$ cat src/rtl/boot_rom.hex
// one 64-bit word per line, word index 0 first
f1402573_00000297
02028293_30529073
00a00593_0105a023
10500073_ffdff06f
0000_0000_b007_0004
5a5a_a5a5_0123_4567
89ab_cdef_fedc_ba98
7654_3210_0f1e_2d3c
4b5a_6978_8796_a5b4
c3d2_e1f0_1357_9bdf
2468_ace0_dead_beef
cafe_f00d_8badf00d
1122_3344_5566_7788
99aa_bbcc_ddee_ff00
0f0f_f0f0_3c3c_c3c3
b007_c0de_0000_000f

$ cat src/rtl/noc_pkg.sv
////////////////////////////////////////////////////////////
// NoC flit format shared by the request and response sides.
// Import inside a module body where flits are decoded.
////////////////////////////////////////////////////////////

package noc_pkg;

  localparam int FLIT_W = 64;
  localparam int ADDR_W = 40;

  // requests come in on the input side, acks go out
  typedef enum logic [7:0] {
    LOAD_REQ  = 8'h01,
    STORE_REQ = 8'h02,
    LOAD_ACK  = 8'h11,
    STORE_ACK = 8'h12,
    ERR_ACK   = 8'h1f
  } noc_msg_e;

  // header flit, msb first
  typedef struct packed {
    noc_msg_e          msg_type;
    logic [7:0]        payload_len;
    logic [ADDR_W-1:0] addr;
    logic [7:0]        rsvd;
  } noc_hdr_t;

  // position in the packet decides which view applies
  typedef union packed {
    noc_hdr_t          hdr;
    logic [FLIT_W-1:0] data;
  } noc_flit_u;

endpackage

$ cat src/rtl/periph_pkg.sv
////////////////////////////////////////////////////////////
// Address map and CLINT layout of the peripheral block.
////////////////////////////////////////////////////////////

package periph_pkg;

  localparam int NUM_HARTS = 2;

  // boot rom window
  localparam logic [noc_pkg::ADDR_W-1:0] ROM_BASE = 40'h90_0001_0000;
  localparam logic [noc_pkg::ADDR_W-1:0] ROM_SIZE = 40'h00_0001_0000;
  localparam int ROM_WORDS = 16;
  localparam int ROM_IDX_W = $clog2(ROM_WORDS);
  // word index over the whole window
  localparam int ROM_AW    = $clog2(ROM_SIZE / 8);
  localparam string ROM_FILE = "/design/src/rtl/boot_rom.hex";

  // clint window
  localparam logic [noc_pkg::ADDR_W-1:0] CLINT_BASE = 40'h90_0200_0000;
  localparam logic [noc_pkg::ADDR_W-1:0] CLINT_SIZE = 40'h00_0100_0000;
  localparam int CLINT_OFS_W = 16;

  // register offsets, per-hart registers at 8 byte steps
  localparam logic [CLINT_OFS_W-1:0] MSIP_OFS     = 16'h0000;
  localparam logic [CLINT_OFS_W-1:0] MTIMECMP_OFS = 16'h4000;
  localparam logic [CLINT_OFS_W-1:0] MTIME_OFS    = 16'hbff8;

  typedef logic [NUM_HARTS-1:0] hart_vec_t;

endpackage

$ cat src/rtl/periph_if.sv
////////////////////////////////////////////////////////////
// Request and response channels inside the block.
// Valid/ready, payload held stable until the transfer.
////////////////////////////////////////////////////////////

`timescale 1ns/10ps

interface periph_req_if;
  import noc_pkg::*;

  logic              valid;
  logic              ready;
  logic              write;
  logic [ADDR_W-1:0] addr;
  logic [FLIT_W-1:0] wdata;
  // header type was not a request
  logic              id_err;

  modport src (output valid, write, addr, wdata, id_err, input ready);
  modport dst (input valid, write, addr, wdata, id_err, output ready);

endinterface

interface periph_rsp_if;
  import noc_pkg::*;

  logic              valid;
  logic              ready;
  noc_msg_e          msg;
  logic [FLIT_W-1:0] rdata;

  modport src (output valid, msg, rdata, input ready);
  modport dst (input valid, msg, rdata, output ready);

endinterface

$ cat src/rtl/boot_rom.sv
////////////////////////////////////////////////////////////
// Boot rom table, filled from the hex image at elaboration.
////////////////////////////////////////////////////////////

`timescale 1ns/10ps

module boot_rom (
  input  logic                         clk_i,
  input  logic [periph_pkg::ROM_AW-1:0] addr_i,
  output logic [noc_pkg::FLIT_W-1:0]   rdata_o
);
  import noc_pkg::*;
  import periph_pkg::*;

  logic [FLIT_W-1:0] rom_mem [ROM_WORDS];
  logic [ROM_AW-1:0] addr_q;

  initial begin
    $readmemh(ROM_FILE, rom_mem);
  end

  always_ff @(posedge clk_i) begin
    addr_q <= addr_i;
  end

  // past the image the window reads as zero
  assign rdata_o = (addr_q < ROM_AW'(ROM_WORDS)) ? rom_mem[addr_q[ROM_IDX_W-1:0]] : '0;

endmodule

$ cat src/rtl/chipset_periph_top.sv
////////////////////////////////////////////////////////////
// Peripheral block top, one NoC port to CLINT and boot rom.
////////////////////////////////////////////////////////////

`timescale 1ns/10ps

module chipset_periph_top (
  input  logic                       clk_i,
  input  logic                       rst_n_i,
  input  logic                       rtc_i,
  // NoC request side
  input  logic [noc_pkg::FLIT_W-1:0] noc_in_data_i,
  input  logic                       noc_in_valid_i,
  output logic                       noc_in_ready_o,
  // NoC response side
  output logic [noc_pkg::FLIT_W-1:0] noc_out_data_o,
  output logic                       noc_out_valid_o,
  input  logic                       noc_out_ready_i,
  // interrupts to the harts
  output periph_pkg::hart_vec_t      timer_irq_o,
  output periph_pkg::hart_vec_t      ipi_o
);

  periph_req_if req_if ();
  periph_rsp_if rsp_if ();

  noc_req_deser i_noc_req_deser (
    .clk_i          ( clk_i          ),
    .rst_n_i        ( rst_n_i        ),
    .noc_in_data_i  ( noc_in_data_i  ),
    .noc_in_valid_i ( noc_in_valid_i ),
    .noc_in_ready_o ( noc_in_ready_o ),
    .req            ( req_if.src     )
  );

  periph_core i_periph_core (
    .clk_i       ( clk_i       ),
    .rst_n_i     ( rst_n_i     ),
    .rtc_i       ( rtc_i       ),
    .req         ( req_if.dst  ),
    .rsp         ( rsp_if.src  ),
    .timer_irq_o ( timer_irq_o ),
    .ipi_o       ( ipi_o       )
  );

  noc_rsp_ser i_noc_rsp_ser (
    .clk_i           ( clk_i           ),
    .rst_n_i         ( rst_n_i         ),
    .rsp             ( rsp_if.dst      ),
    .noc_out_data_o  ( noc_out_data_o  ),
    .noc_out_valid_o ( noc_out_valid_o ),
    .noc_out_ready_i ( noc_out_ready_i )
  );

endmodule

$ cat src/rtl/clint_regs.sv
////////////////////////////////////////////////////////////
// CLINT registers: msip, mtimecmp per hart and mtime, which
// counts synchronized rising edges of the rtc input.
////////////////////////////////////////////////////////////

`timescale 1ns/10ps

module clint_regs (
  input  logic                              clk_i,
  input  logic                              rst_n_i,
  input  logic                              rtc_i,
  input  logic                              we_i,
  input  logic                              re_i,
  input  logic [periph_pkg::CLINT_OFS_W-1:0] ofs_i,
  input  logic [noc_pkg::FLIT_W-1:0]        wdata_i,
  output logic [noc_pkg::FLIT_W-1:0]        rdata_o,
  output logic                              hit_o,
  output periph_pkg::hart_vec_t             timer_irq_o,
  output periph_pkg::hart_vec_t             ipi_o
);
  import noc_pkg::*;
  import periph_pkg::*;

  hart_vec_t         msip_q;
  hart_vec_t         irq_q;
  hart_vec_t         msip_hit;
  hart_vec_t         cmp_hit;
  logic              time_hit;
  logic [FLIT_W-1:0] mtimecmp_q [NUM_HARTS];
  logic [FLIT_W-1:0] mtime_q;
  // two sync stages plus one for the edge
  logic [2:0]        rtc_q;
  logic              rtc_rise;

  // offset decode
  always_comb begin
    for (int h = 0; h < NUM_HARTS; h++) begin
      msip_hit[h] = (ofs_i == MSIP_OFS + CLINT_OFS_W'(8 * h));
      cmp_hit[h]  = (ofs_i == MTIMECMP_OFS + CLINT_OFS_W'(8 * h));
    end
  end

  assign time_hit = (ofs_i == MTIME_OFS);
  assign hit_o    = (|msip_hit) | (|cmp_hit) | time_hit;

  always_comb begin
    rdata_o = '0;
    if (re_i) begin
      for (int h = 0; h < NUM_HARTS; h++) begin
        if (msip_hit[h]) begin
          rdata_o = {{(FLIT_W-1){1'b0}}, msip_q[h]};
        end
        if (cmp_hit[h]) begin
          rdata_o = mtimecmp_q[h];
        end
      end
      if (time_hit) begin
        rdata_o = mtime_q;
      end
    end
  end

  assign rtc_rise = rtc_q[1] & ~rtc_q[2];

  always_ff @(posedge clk_i) begin
    if (!rst_n_i) begin
      rtc_q   <= '0;
      mtime_q <= '0;
      msip_q  <= '0;
      irq_q   <= '0;
      for (int h = 0; h < NUM_HARTS; h++) begin
        mtimecmp_q[h] <= '1;
      end
    end else begin
      rtc_q <= {rtc_q[1:0], rtc_i};
      // a software write wins over the tick
      if (we_i && time_hit) begin
        mtime_q <= wdata_i;
      end else if (rtc_rise) begin
        mtime_q <= mtime_q + 64'd1;
      end
      for (int h = 0; h < NUM_HARTS; h++) begin
        if (we_i && msip_hit[h]) begin
          msip_q[h] <= wdata_i[0];
        end
        if (we_i && cmp_hit[h]) begin
          mtimecmp_q[h] <= wdata_i;
        end
        irq_q[h] <= (mtime_q >= mtimecmp_q[h]);
      end
    end
  end

  assign timer_irq_o = irq_q;
  assign ipi_o       = msip_q;

endmodule

$ cat src/rtl/noc_req_deser.sv
////////////////////////////////////////////////////////////
// Input side, gathers header and data flits into a request.
////////////////////////////////////////////////////////////

`timescale 1ns/10ps

module noc_req_deser (
  input  logic                       clk_i,
  input  logic                       rst_n_i,
  input  logic [noc_pkg::FLIT_W-1:0] noc_in_data_i,
  input  logic                       noc_in_valid_i,
  output logic                       noc_in_ready_o,
  periph_req_if.src                  req
);
  import noc_pkg::*;

  typedef enum logic [1:0] {S_HDR, S_DATA, S_HOLD} state_e;

  state_e            state_q;
  logic [7:0]        cnt_q;
  noc_flit_u         flit;
  logic              in_fire;
  logic              is_store;
  logic              is_req;
  logic [ADDR_W-1:0] addr_q;
  logic              write_q;
  logic              id_err_q;
  logic [FLIT_W-1:0] wdata_q;

  assign flit.data      = noc_in_data_i;
  assign noc_in_ready_o = (state_q != S_HOLD);
  assign in_fire        = noc_in_valid_i & noc_in_ready_o;
  assign is_store       = (flit.hdr.msg_type == STORE_REQ);
  assign is_req         = is_store | (flit.hdr.msg_type == LOAD_REQ);

  always_ff @(posedge clk_i) begin
    if (!rst_n_i) begin
      state_q <= S_HDR;
      cnt_q   <= '0;
    end else begin
      case (state_q)
        S_HDR: begin
          if (in_fire) begin
            if (is_store) begin
              state_q <= S_DATA;
              cnt_q   <= 8'd1;
            end else if (flit.hdr.payload_len == 8'd0) begin
              state_q <= S_HOLD;
            end else begin
              // drop the payload of anything else
              state_q <= S_DATA;
              cnt_q   <= flit.hdr.payload_len;
            end
          end
        end
        S_DATA: begin
          if (in_fire) begin
            cnt_q <= cnt_q - 8'd1;
            if (cnt_q == 8'd1) begin
              state_q <= S_HOLD;
            end
          end
        end
        S_HOLD: begin
          if (req.valid && req.ready) begin
            state_q <= S_HDR;
          end
        end
        default: state_q <= S_HDR;
      endcase
    end
  end

  // request payload
  always_ff @(posedge clk_i) begin
    if (in_fire && state_q == S_HDR) begin
      addr_q   <= flit.hdr.addr;
      write_q  <= is_store;
      id_err_q <= ~is_req;
    end
    if (in_fire && state_q == S_DATA) begin
      wdata_q <= flit.data;
    end
  end

  assign req.valid  = (state_q == S_HOLD);
  assign req.write  = write_q;
  assign req.addr   = addr_q;
  assign req.wdata  = wdata_q;
  assign req.id_err = id_err_q;

endmodule

$ cat src/rtl/noc_rsp_ser.sv
////////////////////////////////////////////////////////////
// Output side, sends a header flit and for loads a data flit.
////////////////////////////////////////////////////////////

`timescale 1ns/10ps

module noc_rsp_ser (
  input  logic                       clk_i,
  input  logic                       rst_n_i,
  periph_rsp_if.dst                  rsp,
  output logic [noc_pkg::FLIT_W-1:0] noc_out_data_o,
  output logic                       noc_out_valid_o,
  input  logic                       noc_out_ready_i
);
  import noc_pkg::*;

  typedef enum logic [1:0] {S_IDLE, S_HDR, S_DATA} state_e;

  state_e            state_q;
  noc_flit_u         hdr_d;
  noc_flit_u         hdr_q;
  logic [FLIT_W-1:0] data_q;
  logic              rsp_fire;
  logic              out_fire;

  assign rsp.ready = (state_q == S_IDLE);
  assign rsp_fire  = rsp.valid & rsp.ready;
  assign out_fire  = noc_out_valid_o & noc_out_ready_i;

  // only a load ack carries data
  always_comb begin
    hdr_d.hdr.msg_type    = rsp.msg;
    hdr_d.hdr.payload_len = (rsp.msg == LOAD_ACK) ? 8'd1 : 8'd0;
    hdr_d.hdr.addr        = '0;
    hdr_d.hdr.rsvd        = '0;
  end

  always_ff @(posedge clk_i) begin
    if (!rst_n_i) begin
      state_q <= S_IDLE;
    end else begin
      case (state_q)
        S_IDLE: begin
          if (rsp_fire) begin
            state_q <= S_HDR;
          end
        end
        S_HDR: begin
          if (out_fire) begin
            state_q <= (hdr_q.hdr.payload_len != 8'd0) ? S_DATA : S_IDLE;
          end
        end
        S_DATA: begin
          if (out_fire) begin
            state_q <= S_IDLE;
          end
        end
        default: state_q <= S_IDLE;
      endcase
    end
  end

  always_ff @(posedge clk_i) begin
    if (rsp_fire) begin
      hdr_q  <= hdr_d;
      data_q <= rsp.rdata;
    end
  end

  assign noc_out_valid_o = (state_q != S_IDLE);
  assign noc_out_data_o  = (state_q == S_DATA) ? data_q : hdr_q.data;

endmodule

$ cat src/rtl/periph_core.sv
////////////////////////////////////////////////////////////
// Address decode towards CLINT and boot rom, one response
// register. Takes a new request only when no response waits.
////////////////////////////////////////////////////////////

`timescale 1ns/10ps

module periph_core (
  input  logic                  clk_i,
  input  logic                  rst_n_i,
  input  logic                  rtc_i,
  periph_req_if.dst             req,
  periph_rsp_if.src             rsp,
  output periph_pkg::hart_vec_t timer_irq_o,
  output periph_pkg::hart_vec_t ipi_o
);
  import noc_pkg::*;
  import periph_pkg::*;

  logic              req_fire;
  logic              rom_win;
  logic              clint_win;
  logic              ofs_ok;
  logic              clint_hit;
  logic              clint_sel;
  logic              acc_ok;
  logic [ADDR_W-1:0] clint_ofs;
  logic [FLIT_W-1:0] clint_rdata;
  logic [FLIT_W-1:0] rom_rdata;
  logic [ROM_AW-1:0] rom_idx;
  logic [ROM_AW-1:0] rom_idx_q;
  logic              rsp_valid_q;
  noc_msg_e          msg_q;
  logic [FLIT_W-1:0] rdata_q;
  logic              rom_sel_q;

  assign req.ready = ~rsp_valid_q;
  assign req_fire  = req.valid & req.ready;

  ////////////////////////////////////////////////////////////
  // decode
  ////////////////////////////////////////////////////////////

  assign rom_win   = (req.addr >= ROM_BASE) && (req.addr < ROM_BASE + ROM_SIZE);
  assign clint_win = (req.addr >= CLINT_BASE) && (req.addr < CLINT_BASE + CLINT_SIZE);
  assign clint_ofs = req.addr - CLINT_BASE;
  // upper window offsets have no registers behind them
  assign ofs_ok    = (clint_ofs[ADDR_W-1:CLINT_OFS_W] == '0);
  assign clint_sel = clint_win & ofs_ok & ~req.id_err;

  assign acc_ok = ~req.id_err & ((rom_win & ~req.write) | (clint_sel & clint_hit));

  // rom address follows the request, then holds while the response waits
  assign rom_idx = req_fire ? req.addr[ROM_AW+2:3] : rom_idx_q;

  clint_regs i_clint_regs (
    .clk_i       ( clk_i                          ),
    .rst_n_i     ( rst_n_i                        ),
    .rtc_i       ( rtc_i                          ),
    .we_i        ( req_fire & clint_sel & req.write  ),
    .re_i        ( req_fire & clint_sel & ~req.write ),
    .ofs_i       ( clint_ofs[CLINT_OFS_W-1:0]     ),
    .wdata_i     ( req.wdata                      ),
    .rdata_o     ( clint_rdata                    ),
    .hit_o       ( clint_hit                      ),
    .timer_irq_o ( timer_irq_o                    ),
    .ipi_o       ( ipi_o                          )
  );

  boot_rom i_boot_rom (
    .clk_i   ( clk_i     ),
    .addr_i  ( rom_idx   ),
    .rdata_o ( rom_rdata )
  );

  ////////////////////////////////////////////////////////////
  // response register
  ////////////////////////////////////////////////////////////

  always_ff @(posedge clk_i) begin
    if (!rst_n_i) begin
      rsp_valid_q <= 1'b0;
    end else if (req_fire) begin
      rsp_valid_q <= 1'b1;
    end else if (rsp.valid && rsp.ready) begin
      rsp_valid_q <= 1'b0;
    end
  end

  always_ff @(posedge clk_i) begin
    if (req_fire) begin
      rom_idx_q <= rom_idx;
      rdata_q   <= clint_rdata;
      rom_sel_q <= rom_win;
      if (!acc_ok) begin
        msg_q <= ERR_ACK;
      end else if (req.write) begin
        msg_q <= STORE_ACK;
      end else begin
        msg_q <= LOAD_ACK;
      end
    end
  end

  assign rsp.valid = rsp_valid_q;
  assign rsp.msg   = msg_q;
  assign rsp.rdata = rom_sel_q ? rom_rdata : rdata_q;

endmodule

$ cat config.mk
export PLATFORM = sky130hd
export DESIGN_NAME = chipset_periph_top
export DESIGN_NICKNAME = d
export VERILOG_FILES = /design/src/rtl/noc_pkg.sv /design/src/rtl/periph_pkg.sv /design/src/rtl/periph_if.sv /design/src/rtl/boot_rom.sv /design/src/rtl/chipset_periph_top.sv /design/src/rtl/clint_regs.sv /design/src/rtl/noc_req_deser.sv /design/src/rtl/noc_rsp_ser.sv /design/src/rtl/periph_core.sv
export SDC_FILE = /design/constraint.sdc
export NUM_CORES = 1
export LEC_CHECK = 0
export ABC_AREA = 1
export BUFFER_PORTS_ARGS = -buffer_cell sky130_fd_sc_hd__buf_2
export CAP_MARGIN = 5
export CORE_AREA = 2 2 207 209
export CTS_CLUSTER_DIAMETER = 100
export DETAILED_ROUTE_END_ITERATION = 7
export DIE_AREA = 0 0 209 211
export PLACE_DENSITY = 0.77
export SYNTH_ARGS = -nofsm -noshare
export SYNTH_HDL_FRONTEND = slang
export SYNTH_HIERARCHICAL = 1
export SYNTH_SLANG_ARGS = --single-unit
$ cat constraint.sdc
create_clock -name clk_i -period 8.84 [get_ports clk_i]
set_input_delay 0.884 -clock clk_i [delete_from_list [all_inputs] [get_ports clk_i]]
set_output_delay 0.884 -clock clk_i [all_outputs]
set_load 0.005 [all_outputs]
---- Yosys cells after proc, flatten, opt, wreduce, memory -nomap -nowiden ----
Memory sizes are Yosys's and may differ from the RTL's.
Index checks and enable logic that the tools add are counted.
cells by class
  $add $sub $neg .......................... 3
  multipliers ............................. 0
  div/mod/pow operators ................... 0
  $lt $le $gt $ge ......................... 7
  eq/ne operators ......................... 21
  shift operators ......................... 0
  multiplexer cells ....................... 41
  bitwise logic cells ..................... 24
  reduce and logical (&&, ||, !) cells .... 26
operators by type and width
  cell                      number
  $mux W64                  11
  $ge A64 B64 Y1            2
  $ge A40 B40 Y1 const B    2
  $lt A40 B40 Y1 const B    2
  $add A64 B1 Y64 const B   1
  $sub A40 B40 Y40 const B  1
  $eq A16 B15 Y1 const B    2
  $mux W8                   4
  $logic_not A24 Y1         1
  $mux W2                   11
  $eq A16 B16 Y1 const B    1
  $eq A16 B4 Y1 const B     1
  $eq A8 B1 Y1 const B      2
  $logic_not A16 Y1         1
  $pmux W8 S2               1
  $and A1 B1 Y1             13
  $lt A13 B5 Y1 const B     1
  $mux W13                  1
  $pmux W2 S3               2
  $logic_and A1 B1 Y1       11
  $mux W1                   11
  $ne A2 B1 Y1 const B      5
  $eq A8 B2 Y1 const B      1
  $eq A8 B5 Y1 const B      1
  14 further kinds          33
storage, ports and cells
  bits in registers ....................... 369
  latch bits .............................. 0
  RAM bits ................................ 128
  ROM bits ................................ 0
  input port bits ......................... 69
  output and inout port bits .............. 70
  word-level logic and storage cells ...... 143
  memories ................................ 1
memories
  memory                                 depth  bits a word  read ports  clocked after memory_dff  wr ports  line              RTL
  i_periph_core.i_clint_regs.mtimecmp_q  2      64           2           0                         2         clint_regs.sv:29  logic [FLIT_W-1:0] mtimecmp_q [NUM_HARTS];

---- Depth between registers and ports, before layout ----
Gate-level depths: netlist of run 1.
  depth after elaboration ................. 11
  mapped depth ............................ 18
  depth with buffers taken out ............ 17

---- Hierarchy ----
The synthesis of run 1 kept the hierarchy.
by module, submodules not included
  module         times used  cells an instance  area each (sq um)
  clint_regs     1           2016               14308.7
  noc_req_deser  1           249                4023.9
  periph_core    1           278                3797.4
  noc_rsp_ser    1           226                2945.3
  boot_rom       1           65                 484.2

---- Worst setup path after synthesis of run 1 ----
OpenSTA, ideal clock, no wires.
  path kind ............................... register -> register
  from .................................... register i_noc_req_deser.addr_q[25], in the netlist i_noc_req_deser/req.addr[25]
  to ...................................... memory i_periph_core.i_clint_regs.mtimecmp_q[0][0], enable pin
  setup time .............................. 574 ps
  arrival ................................. 5956 ps
  required time ........................... 8266 ps
  setup slack ............................. 2309 ps
  stages on the path, launching flop included .. 11
  path buffers ............................ 0
  clock period less this slack ............ 6531 ps
  cells stage by stage .................... edfxtp_1 -> inv_2 -> ha_1 -> nand3_1 -> nor2_1 -> nand2_1 -> nor2_2 -> nand3_1 -> nor2_1 -> inv_1 -> o21ai_0
RTL lines
  element                   line                 RTL
  start: declaration        noc_req_deser.sv:25  logic [ADDR_W-1:0] addr_q;
  start signal: assignment  noc_req_deser.sv:77  addr_q <= flit.hdr.addr;
  end: declaration          clint_regs.sv:29

==> out/summary.txt, run 1 <==
status: complete, no violations
largest net degree at the start of global routing: 71
initial detailed-routing violation count: 1792
Setup crit start kind: flip-flop
final setup vio count: 0
Initial Utilization: 0.599
Routed WL per cell: 19.2 um
delay-heaviest family, CP: buffers and inverters
peak supply drop: 0.189 mV
Hold Path Class: reg2reg
GPL Wtd Cong: 0.971
R2R depth: 11
Die Wd: 209 um
IO Port Bufs: 138
CTS resizes: 0
Leak: 0.0119 uW
Fillers: 3449
CTS buffer count: 48
total power: 4680 uW
WL final: 66.8 mm
Slew headroom: 0.238
RSZ-0062 raised after global routing: false
Hold Crit Endpoint: i_periph_core/i_clint_regs/rtc_q[1]
gr ovfl total: 0
most frequent cells in the layout: nand2_1, inv_1, edfxtp_1
GRT Util Overall: 0.307
Pwr Density: 171 nW/um2
Final Hold Vio Count: 0
most common cell after layout, fill and taps aside: nand2_1
Avg Cell Area, Syn: 9.00 um2
Slew @ Worst Pin: 1.14 ns
Pre-Repair DR Iteration Count: 6
Max Fclk: 263 MHz
Final ANT Viol Nets: 0
hold path cells: 2
Die Y: 211 um
FP Rows: 75
CP max stage delay: 0.94 ns
WP buf/inv: 3
crit path max fanout: 33
Critical Path AT: 4.01 ns
io pins: 139
post-route minimum period: 3.80 ns
CP Capture Type: flip-flop
Core ar.: 41800 um2
worst reg2reg path endpoint: i_periph_core/i_clint_regs/mtimecmp_q[0][22]
MaxCap Viol Count: 0
H-tree levels: 2
share of layout cells above drive strength 1: 0.126
crit share post-route: 0.429
Nets: 3101
DRC viols: 0
first-pass GRT wire length: 104 mm
clk root buf: clkbuf_16
fin. max-slew vios: 0
setup TNS: 0 ns
area delta synth->final: 9.68%
Synth Cell Area: 25000 um2
CP max stage cell: o21ai_4
Vias per Instance: 5.60
launch point of the worst reg-to-reg path: i_noc_req_deser/req.addr[26]
maximum clock insertion buffer count: 3
vias: 19486
hold buffers post-CTS: 0
Final Skew: 0.0268 ns
Cells after Synth: 2781
clk sinks: 459
setup bufs post-CTS: 0
CP Data Required Time: 9.05 ns
initial antenna violation count: 2
crit path cell chain: inv_1, ha_1, nand3_1, nor2_1, nand2_1, nor2_2, nand3_1, nor2_1, inv_1, o21ai_4, buf_4
r2r setup slk: 5.04 ns
vias in the first global route: 19174
CTS tree: yes
clock-pin slew on the worst setup and hold paths: 0.06 ns
Post-DP HPWL: 47.5 mm
Hold Startpoint: i_periph_core/i_clint_regs/rtc_q[0]
Clk Latency, worst-skew pair: 0.60 ns
Syn. warnings: 6
full die area: 44100 um2
worst setup path class: reg2reg
-- flip-flops by register name, indices dropped and copies added (netlist names) --
signal,flops
i_noc_req_deser/cnt_q,8
i_periph_core/rsp.valid,1
i_periph_core/i_clint_regs/mtime_q,64
i_noc_rsp_ser/hdr_q,9
i_noc_req_deser/req.addr,40
i_periph_core/i_clint_regs/rtc_q,3
i_noc_rsp_ser/data_q,64
i_noc_req_deser/state_q,2
i_noc_req_deser/req.wdata,64
i_periph_core/rdata_q,64
i_periph_core/rsp.msg,3
i_periph_core/i_clint_regs/mtimecmp_q,128
i_periph_core/i_clint_regs/timer_irq_o,2
i_noc_req_deser/req.write,1
i_periph_core/rom_sel_q,1
i_noc_req_deser/req.id_err,1
i_noc_rsp_ser/state_q,2
i_periph_core/i_clint_regs/ipi_o,2
-- cell type report --
cell class                 count  area, um2  area share
antenna                        1       2.50   0.0000912
clock buffer                  54       1240      0.0454
clock inverter                36        382      0.0139
inverter                     427       1610      0.0585
multi-input combinational   1806       9750       0.355
sequential                   459      12900       0.472
tap                          539        674      0.0246
timing repair buffer         158        841      0.0306
-- worst register-to-register path: stages (launching register included) --
cell and delay, ns:
edfxtp_1 0.35, inv_1 0.05, ha_1 0.29, nand3_1 0.09, nor2_1 0.10, nand2_1 0.07, nor2_2 0.13, nand3_1 0.11
nor2_1 0.34, inv_1 0.28, o21ai_4 0.94, buf_4 0.62
-- worst max-delay path by stage --
stage / startpoint / slack [ns] / cells past startpoint / end
finish: i_noc_req_deser/req.addr[26] / 5.04 / 11 / i_periph_core/i_clint_regs/mtimecmp_q[0][22]
floorplan: i_noc_req_deser/req.addr[25] / 2.31 / 10 / i_periph_core/i_clint_regs/mtimecmp_q[0][0]
global placement: i_noc_req_deser/req.addr[25] / 5.15 / 11 / i_periph_core/i_clint_regs/mtimecmp_q[0][19]
detailed placement: i_noc_req_deser/req.addr[26] / 5.07 / 11 / i_periph_core/i_clint_regs/mtimecmp_q[0][18]
global route: i_noc_req_deser/req.addr[25] / 4.78 / 13 / i_periph_core/i_clint_regs/mtimecmp_q[0][25]
CTS: i_noc_req_deser/req.addr[26] / 5.04 / 11 / i_periph_core/i_clint_regs/mtimecmp_q[0][30]
-- where the power goes --
part           internal [uW]  total, uW  switching [uW]
combinational           54.1        180             126
sequential              2390       2420            30.5
clock                   1220       2080             857
-- routing by layer --
layer | part of all wire | global-route usage | vias to the layer above
li1 | - | - | 9287
met1 | 0.42 | 0.419 | 9219
met2 | 0.46 | 0.500 | 853
met3 | 0.091 | 0.0507 | 125
met4 | 0.026 | 0.104 | 2
met5 | 0.00015 | 0 | -
-- through the flow --
step	std cells	hold WS (ns)	utilization	area, um2	setup slack (ns)
after detailed placement	3389	0.407	0.618	25800	5.07
after global placement	3389	0.412	0.618	25800	5.15
final	3480	0.414	0.657	27400	5.04
after floorplan	2846	0.390	-	25300	2.31
after global routing	3479	0.430	0.657	27400	4.78
after CTS	3479	0.416	0.657	27400	5.04
(Power assumes the default switching activity.)
==> run 2, diff against run 1 <==
- clock period: 8.84 -> 3.5 ns (I/O delays scaled with it)
==> run 2 against run 1 <==
Sequential share of layout area fell by 1.3 points. Die area did not move. Combinational power rose to 3.0 times the previous value. Routed wire length rose by 4.3%. Sequential power rose to 2.5 times the previous value. Register-to-register slack got worse by 4.6 ns. Total power rose to 2.5 times the previous value. Clock power rose to 2.5 times the previous value. Fmax rose by 25%. Utilization rose by 1.8 points. Design area rose by 2.8%. Critical path type unchanged. Highest routed layer is now met4.
==> out/summary.txt, run 2 (same netlist as run 1, synthesis figures left out) <==
status: complete, no violations (unchanged)
delay-heaviest family, CP: simple AND/OR/NAND/NOR gates (was buffers and inverters)
vias in the first global route: 19426 (was 19174)
peak supply drop: 0.483 mV (was 0.189 mV)
CP Capture Type: flip-flop (unchanged)
initial detailed-routing violation count: 1923 (was 1792)
crit share post-route: 0.869 (was 0.429)
maximum clock insertion buffer count: 3 (unchanged)
Placement Cell Area: 26000 um2 (was 25800 um2)
Vias per Instance: 5.62 (was 5.60)
final instance area: 28200 um2 (was 27400 um2)
share of layout cells above drive strength 1: 0.126 (about the same)
Pwr Density: 421 nW/um2 (was 171 nW/um2)
Post-DP HPWL: 48.6 mm (was 47.5 mm)
Max Fclk: 329 MHz (was 263 MHz)
WP buf/inv: 3 (unchanged)
CP Depth: 11 (unchanged)
most common cell after layout, fill and taps aside: nand2_1 (unchanged)
area taken by multi-input logic gates: 9750 um2 (about the same)
H-tree levels: 2 (unchanged)
worst setup path class: reg2reg (unchanged)
Core ar.: 41800 um2 (unchanged)
Routed WL per cell: 19.6 um (was 19.2 um)
CTS tree: yes (unchanged)
Initial Utilization: 0.599 (unchanged)
R2R depth: 11 (unchanged)
first-pass GRT wire length: 107 mm (was 104 mm)
gr ovfl total: 0 (unchanged)
Setup crit start kind: flip-flop (unchanged)
GPL Wtd Cong: 0.979 (was 0.971)
clock-pin slew on the worst setup and hold paths: 0.06 ns (about the same)
Hold Path Class: in2reg (was reg2reg)
clk sinks: 459 (unchanged)
Fillers: 3213 (was 3449)
IO Port Bufs: 138 (unchanged)
io pins: 139 (unchanged)
Clk Latency, worst-skew pair: 0.60 ns (about the same)
Pre-Repair DR Iteration Count: 6 (unchanged)
vias: 19979 (was 19486)
WL final: 69.7 mm (was 66.8 mm)
fin. max-slew vios: 0 (unchanged)
ant diodes: 0 (was 1)
setup bufs post-CTS: 0 (unchanged)
hold path cells: 1 (was 2)
DRC viols: 0 (unchanged)
crit path cell chain: inv_2, ha_1, nand3_1, nor2_1, nand2_1, nor2_2, nand3_1, nor2_1, inv_1, o21ai_4, buf_4 (was inv_1, ha_1, nand3_1, nor2_1, nand2_1, nor2_2, nand3_1, nor2_1, inv_1, o21ai_4, buf_4)
setup TNS: 0 ns (unchanged)
post-route minimum period: 3.04 ns (was 3.80 ns)
Die Wd: 209 um (unchanged)
crit path max fanout: 38 (was 33)
GRT Util Overall: 0.319 (was 0.307)
full die area: 44100 um2 (unchanged)
CP max stage delay: 0.51 ns (was 0.94 ns)
Final Hold Vio Count: 0 (unchanged)
Critical Path AT: 3.25 ns (was 4.01 ns)
clk root buf: clkbuf_16 (unchanged)
Nets: 3177 (was 3101)
final setup vio count: 0 (unchanged)
Die Y: 211 um (unchanged)
CP max stage cell: buf_4 (was o21ai_4)
largest net degree at the start of global routing: 69 (was 71)
max FFs per register: 128 (unchanged)
RSZ-0062 raised after global routing: false (unchanged)
MaxCap Viol Count: 0 (unchanged)
FF+latch area: 12900 um2 (unchanged)
Slew headroom: 0.321 (was 0.238)
CP Data Required Time: 3.71 ns (was 9.05 ns)
Final Skew: 0.0289 ns (was 0.0268 ns)
Most flops, register: i_periph_core/i_clint_regs/mtimecmp_q (unchanged)
Final ANT Viol Nets: 0 (unchanged)
most frequent cells in the layout: nand2_1, inv_1, edfxtp_1 (unchanged)
FP Rows: 75 (unchanged)
Slew @ Worst Pin: 1.02 ns (was 1.14 ns)
Leak: 0.0122 uW (was 0.0119 uW)
area delta synth->final: 12.8% (was 9.68%)
CTS buffer count: 48 (unchanged)
initial antenna violation count: 3 (was 2)
==> run 2: layout make-up <==
type | instances | area share
timing repair buffer | 234 | 0.0575
multi-input combinational | 1806 | 0.346
inverter | 427 | 0.0569
clock buffer | 55 | 0.0446
tap | 539 | 0.0239
sequential | 459 | 0.459
clock inverter | 34 | 0.0125
==> run 2: worst paths after layout <==
path	startpoint	to	slack [ns]
worst max register to register	i_noc_req_deser/req.addr[25]	i_periph_core/i_clint_regs/mtimecmp_q[0][34]	0.46
worst min-delay path	noc_in_data_i[48]	i_noc_req_deser/req.wdata[48]	0.02
worst max-delay path	i_noc_req_deser/req.addr[25]	i_periph_core/i_clint_regs/mtimecmp_q[0][34]	0.46
worst min register to register	i_periph_core/i_clint_regs/rtc_q[0]	i_periph_core/i_clint_regs/rtc_q[1]	0.42
==> run 2: stage by stage <==
step	hold WS (ns)	worst slack [ns]	total power, uW	instances	util
6_report	0.0242	0.457	11900	3554	0.676
5_1_grt	0.0110	0.255	12200	3554	0.676
4_1_cts	0.00677	0.646	11900	3554	0.676
3_5_place_dp	0.414	0.684	6680	3401	0.622
3_3_place_gp	0.400	0.741	6660	3401	0.622
2_1_floorplan	0.390	0.499	6530	2846	-
==> run 2: what timing repair did <==
item,in CTS,in global routing
hold endpoints to repair,104,0
hold buffers,64,0
gates resized for setup,0,0
==> run 2: power breakdown <==
part           switching [uW]  internal [uW]  total, uW
logic                     351            192        543
registers                79.2           6030       6110
clock network            2200           3040       5240
==> run 2: layer usage <==
layer	global-route usage	vias to the layer above	routed length (um)	share of wire
met1	0.436	9457	29200	0.42
met5	0	-	0	0
met2	0.522	930	32300	0.46
li1	-	9456	-	-
met4	0.109	0	2000	0.029
met3	0.0485	136	6220	0.089
==> run 3, diff against run 2 <==
- PLACE_DENSITY: 0.77 -> 0.91
- SKIP_LAST_GASP: not set -> 1
==> run 3 against run 2 <==
First-iteration DRC count rose by 17%. Die area did not move. Critical path type unchanged. Register-to-register slack got worse by 0.05 ns. Routed wire length fell by 0.93%. Clock-buffer cell count rose by 2.
==> out/summary.txt, run 3 (same netlist as run 1, synthesis figures left out) <==
status: complete, no violations (unchanged)
clk root buf: clkbuf_16 (unchanged)
CP Capture Type: flip-flop (unchanged)
ant diodes: 0 (unchanged)
Final ANT Viol Nets: 0 (unchanged)
Slew @ Worst Pin: 0.919 ns (was 1.02 ns)
placed insts: 3399 (was 3401)
Final Hold Vio Count: 0 (unchanged)
full die area: 44100 um2 (unchanged)
Leak: 0.0123 uW (was 0.0122 uW)
Pre-Repair DR Iteration Count: 6 (unchanged)
Slew headroom: 0.387 (was 0.321)
setup TNS: 0 ns (unchanged)
CTS buffer count: 47 (was 48)
Max Fclk: 324 MHz (was 329 MHz)
most common cell after layout, fill and taps aside: nand2_1 (unchanged)
GPL Wtd Cong: 0.980 (was 0.979)
H-tree levels: 2 (unchanged)
Post-DP HPWL: 48.2 mm (was 48.6 mm)
initial detailed-routing violation count: 2259 (was 1923)
FP Rows: 75 (unchanged)
most frequent cells in the layout: nand2_1, inv_1, edfxtp_1 (unchanged)
Setup crit start kind: flip-flop (unchanged)
initial antenna violation count: 4 (was 3)
clock-pin slew on the worst setup and hold paths: 0.06 ns (about the same)
crit share post-route: 0.882 (was 0.869)
area delta synth->final: 12.9% (was 12.8%)
Layout Cells excl Fill: 3547 (was 3554)
Critical Path AT: 3.30 ns (was 3.25 ns)
CP Data Required Time: 3.71 ns (about the same)
Die Y: 211 um (unchanged)
clk sinks: 459 (unchanged)
max FFs per register: 128 (unchanged)
crit path max fanout: 37 (was 38)
first-pass GRT wire length: 108 mm (was 107 mm)
Vias per Instance: 5.71 (was 5.62)
CTS tree: yes (unchanged)
io pins: 139 (unchanged)
gr ovfl total: 0 (unchanged)
share of layout cells above drive strength 1: 0.125 (was 0.126)
IO Port Bufs: 138 (unchanged)
final setup vio count: 0 (unchanged)
largest net degree at the start of global routing: 67 (was 69)
peak supply drop: 0.463 mV (was 0.483 mV)
setup bufs post-CTS: 0 (unchanged)
Pwr Density: 430 nW/um2 (was 421 nW/um2)
final instance area: 28200 um2 (about the same)
GRT Util Overall: 0.316 (was 0.319)
Routed WL per cell: 19.5 um (was 19.6 um)
WL final: 69.0 mm (was 69.7 mm)
Placement Cell Area: 25900 um2 (was 26000 um2)
Core ar.: 41800 um2 (unchanged)
Initial Utilization: 0.599 (unchanged)
vias in the first global route: 20040 (was 19426)
MaxCap Viol Count: 0 (unchanged)
Fillers: 3100 (was 3213)
CTS resizes: 0 (unchanged)
fin. max-slew vios: 0 (unchanged)
hold slack: 0.0370 ns (was 0.0242 ns)
vias: 20245 (was 19979)
Nets: 3173 (was 3177)
Die Wd: 209 um (unchanged)
worst setup path class: reg2reg (unchanged)
Final Skew: 0.0207 ns (was 0.0289 ns)
Hold Path Class: in2reg (unchanged)
RSZ-0062 raised after global routing: false (unchanged)
DRC viols: 0 (unchanged)
Clk Latency, worst-skew pair: 0.59 ns (was 0.60 ns)
maximum clock insertion buffer count: 3 (unchanged)
post-route minimum period: 3.09 ns (was 3.04 ns)
Most flops, register: i_periph_core/i_clint_regs/mtimecmp_q (unchanged)
## run 3: worst paths after layout
check / from / endpoint / slack [ns] / cells past startpoint
worst max register to register: i_noc_req_deser/req.addr[26] / i_periph_core/i_clint_regs/mtimecmp_q[0][39] / 0.41 / 13
worst min-delay path: noc_in_data_i[48] / i_noc_req_deser/req.wdata[48] / 0.04 / 1
worst min register to register: i_periph_core/i_clint_regs/rtc_q[0] / i_periph_core/i_clint_regs/rtc_q[1] / 0.44 / 2
worst max-delay path: i_noc_req_deser/req.addr[26] / i_periph_core/i_clint_regs/mtimecmp_q[0][39] / 0.41 / 13
## run 3: repair_timing
item,in CTS,in global routing
hold buffers,63,0
hold endpoints to repair,103,0
endpoints found under the setup margin,0,0
## run 3: through the flow
| step | utilization | power (uW) | setup slack, ns |
|---|---|---|---|
| 3_3_place_gp | 0.621 | 6650 | 0.778 |
| 5_1_grt | 0.676 | 12500 | 0.296 |
| 4_1_cts | 0.676 | 12200 | 0.628 |
| 3_5_place_dp | 0.621 | 6670 | 0.711 |
| 2_1_floorplan | - | 6530 | 0.499 |
| 6_report | 0.676 | 12200 | 0.412 |
## run 3: routing by layer
layer  routed length [um]  global-route usage  vias to the layer above  part of all wire
li1                     -                   -                     9449                 -
met1                27000               0.408                     9435              0.39
met2                32200               0.524                     1133              0.47
met3                 7040              0.0635                      224              0.10
met4                 2810               0.129                        4             0.041
met5                   36                   0                        -           0.00052
## run 3: layout make-up
type	instances	area (um2)	area share
Clock buffer	57	1270	0.0448
Clock inverter	28	433	0.0153
Inverter	427	1610	0.0568
Multi-Input combinational cell	1806	9750	0.345
Sequential cell	459	12900	0.458
Tap cell	539	674	0.0239
Timing Repair Buffer	231	1570	0.0556
## run 3: where the power goes
group	internal, uW	switching [uW]
clock network	3390	2120
logic	188	346
registers	6030	80.2
## run 3: worst max-delay path, stage by stage, from the launching register on
cell      delay [ns]
edfxtp_1        0.42
inv_1           0.08
ha_1            0.20
inv_1           0.09
nand2_1         0.08
nand2_1         0.06
nor2_1          0.11
nand2_1         0.07
nor2_2          0.12
nand3_1         0.13
nor2_1          0.35
inv_1           0.27
o21ai_4         0.22
buf_4           0.46
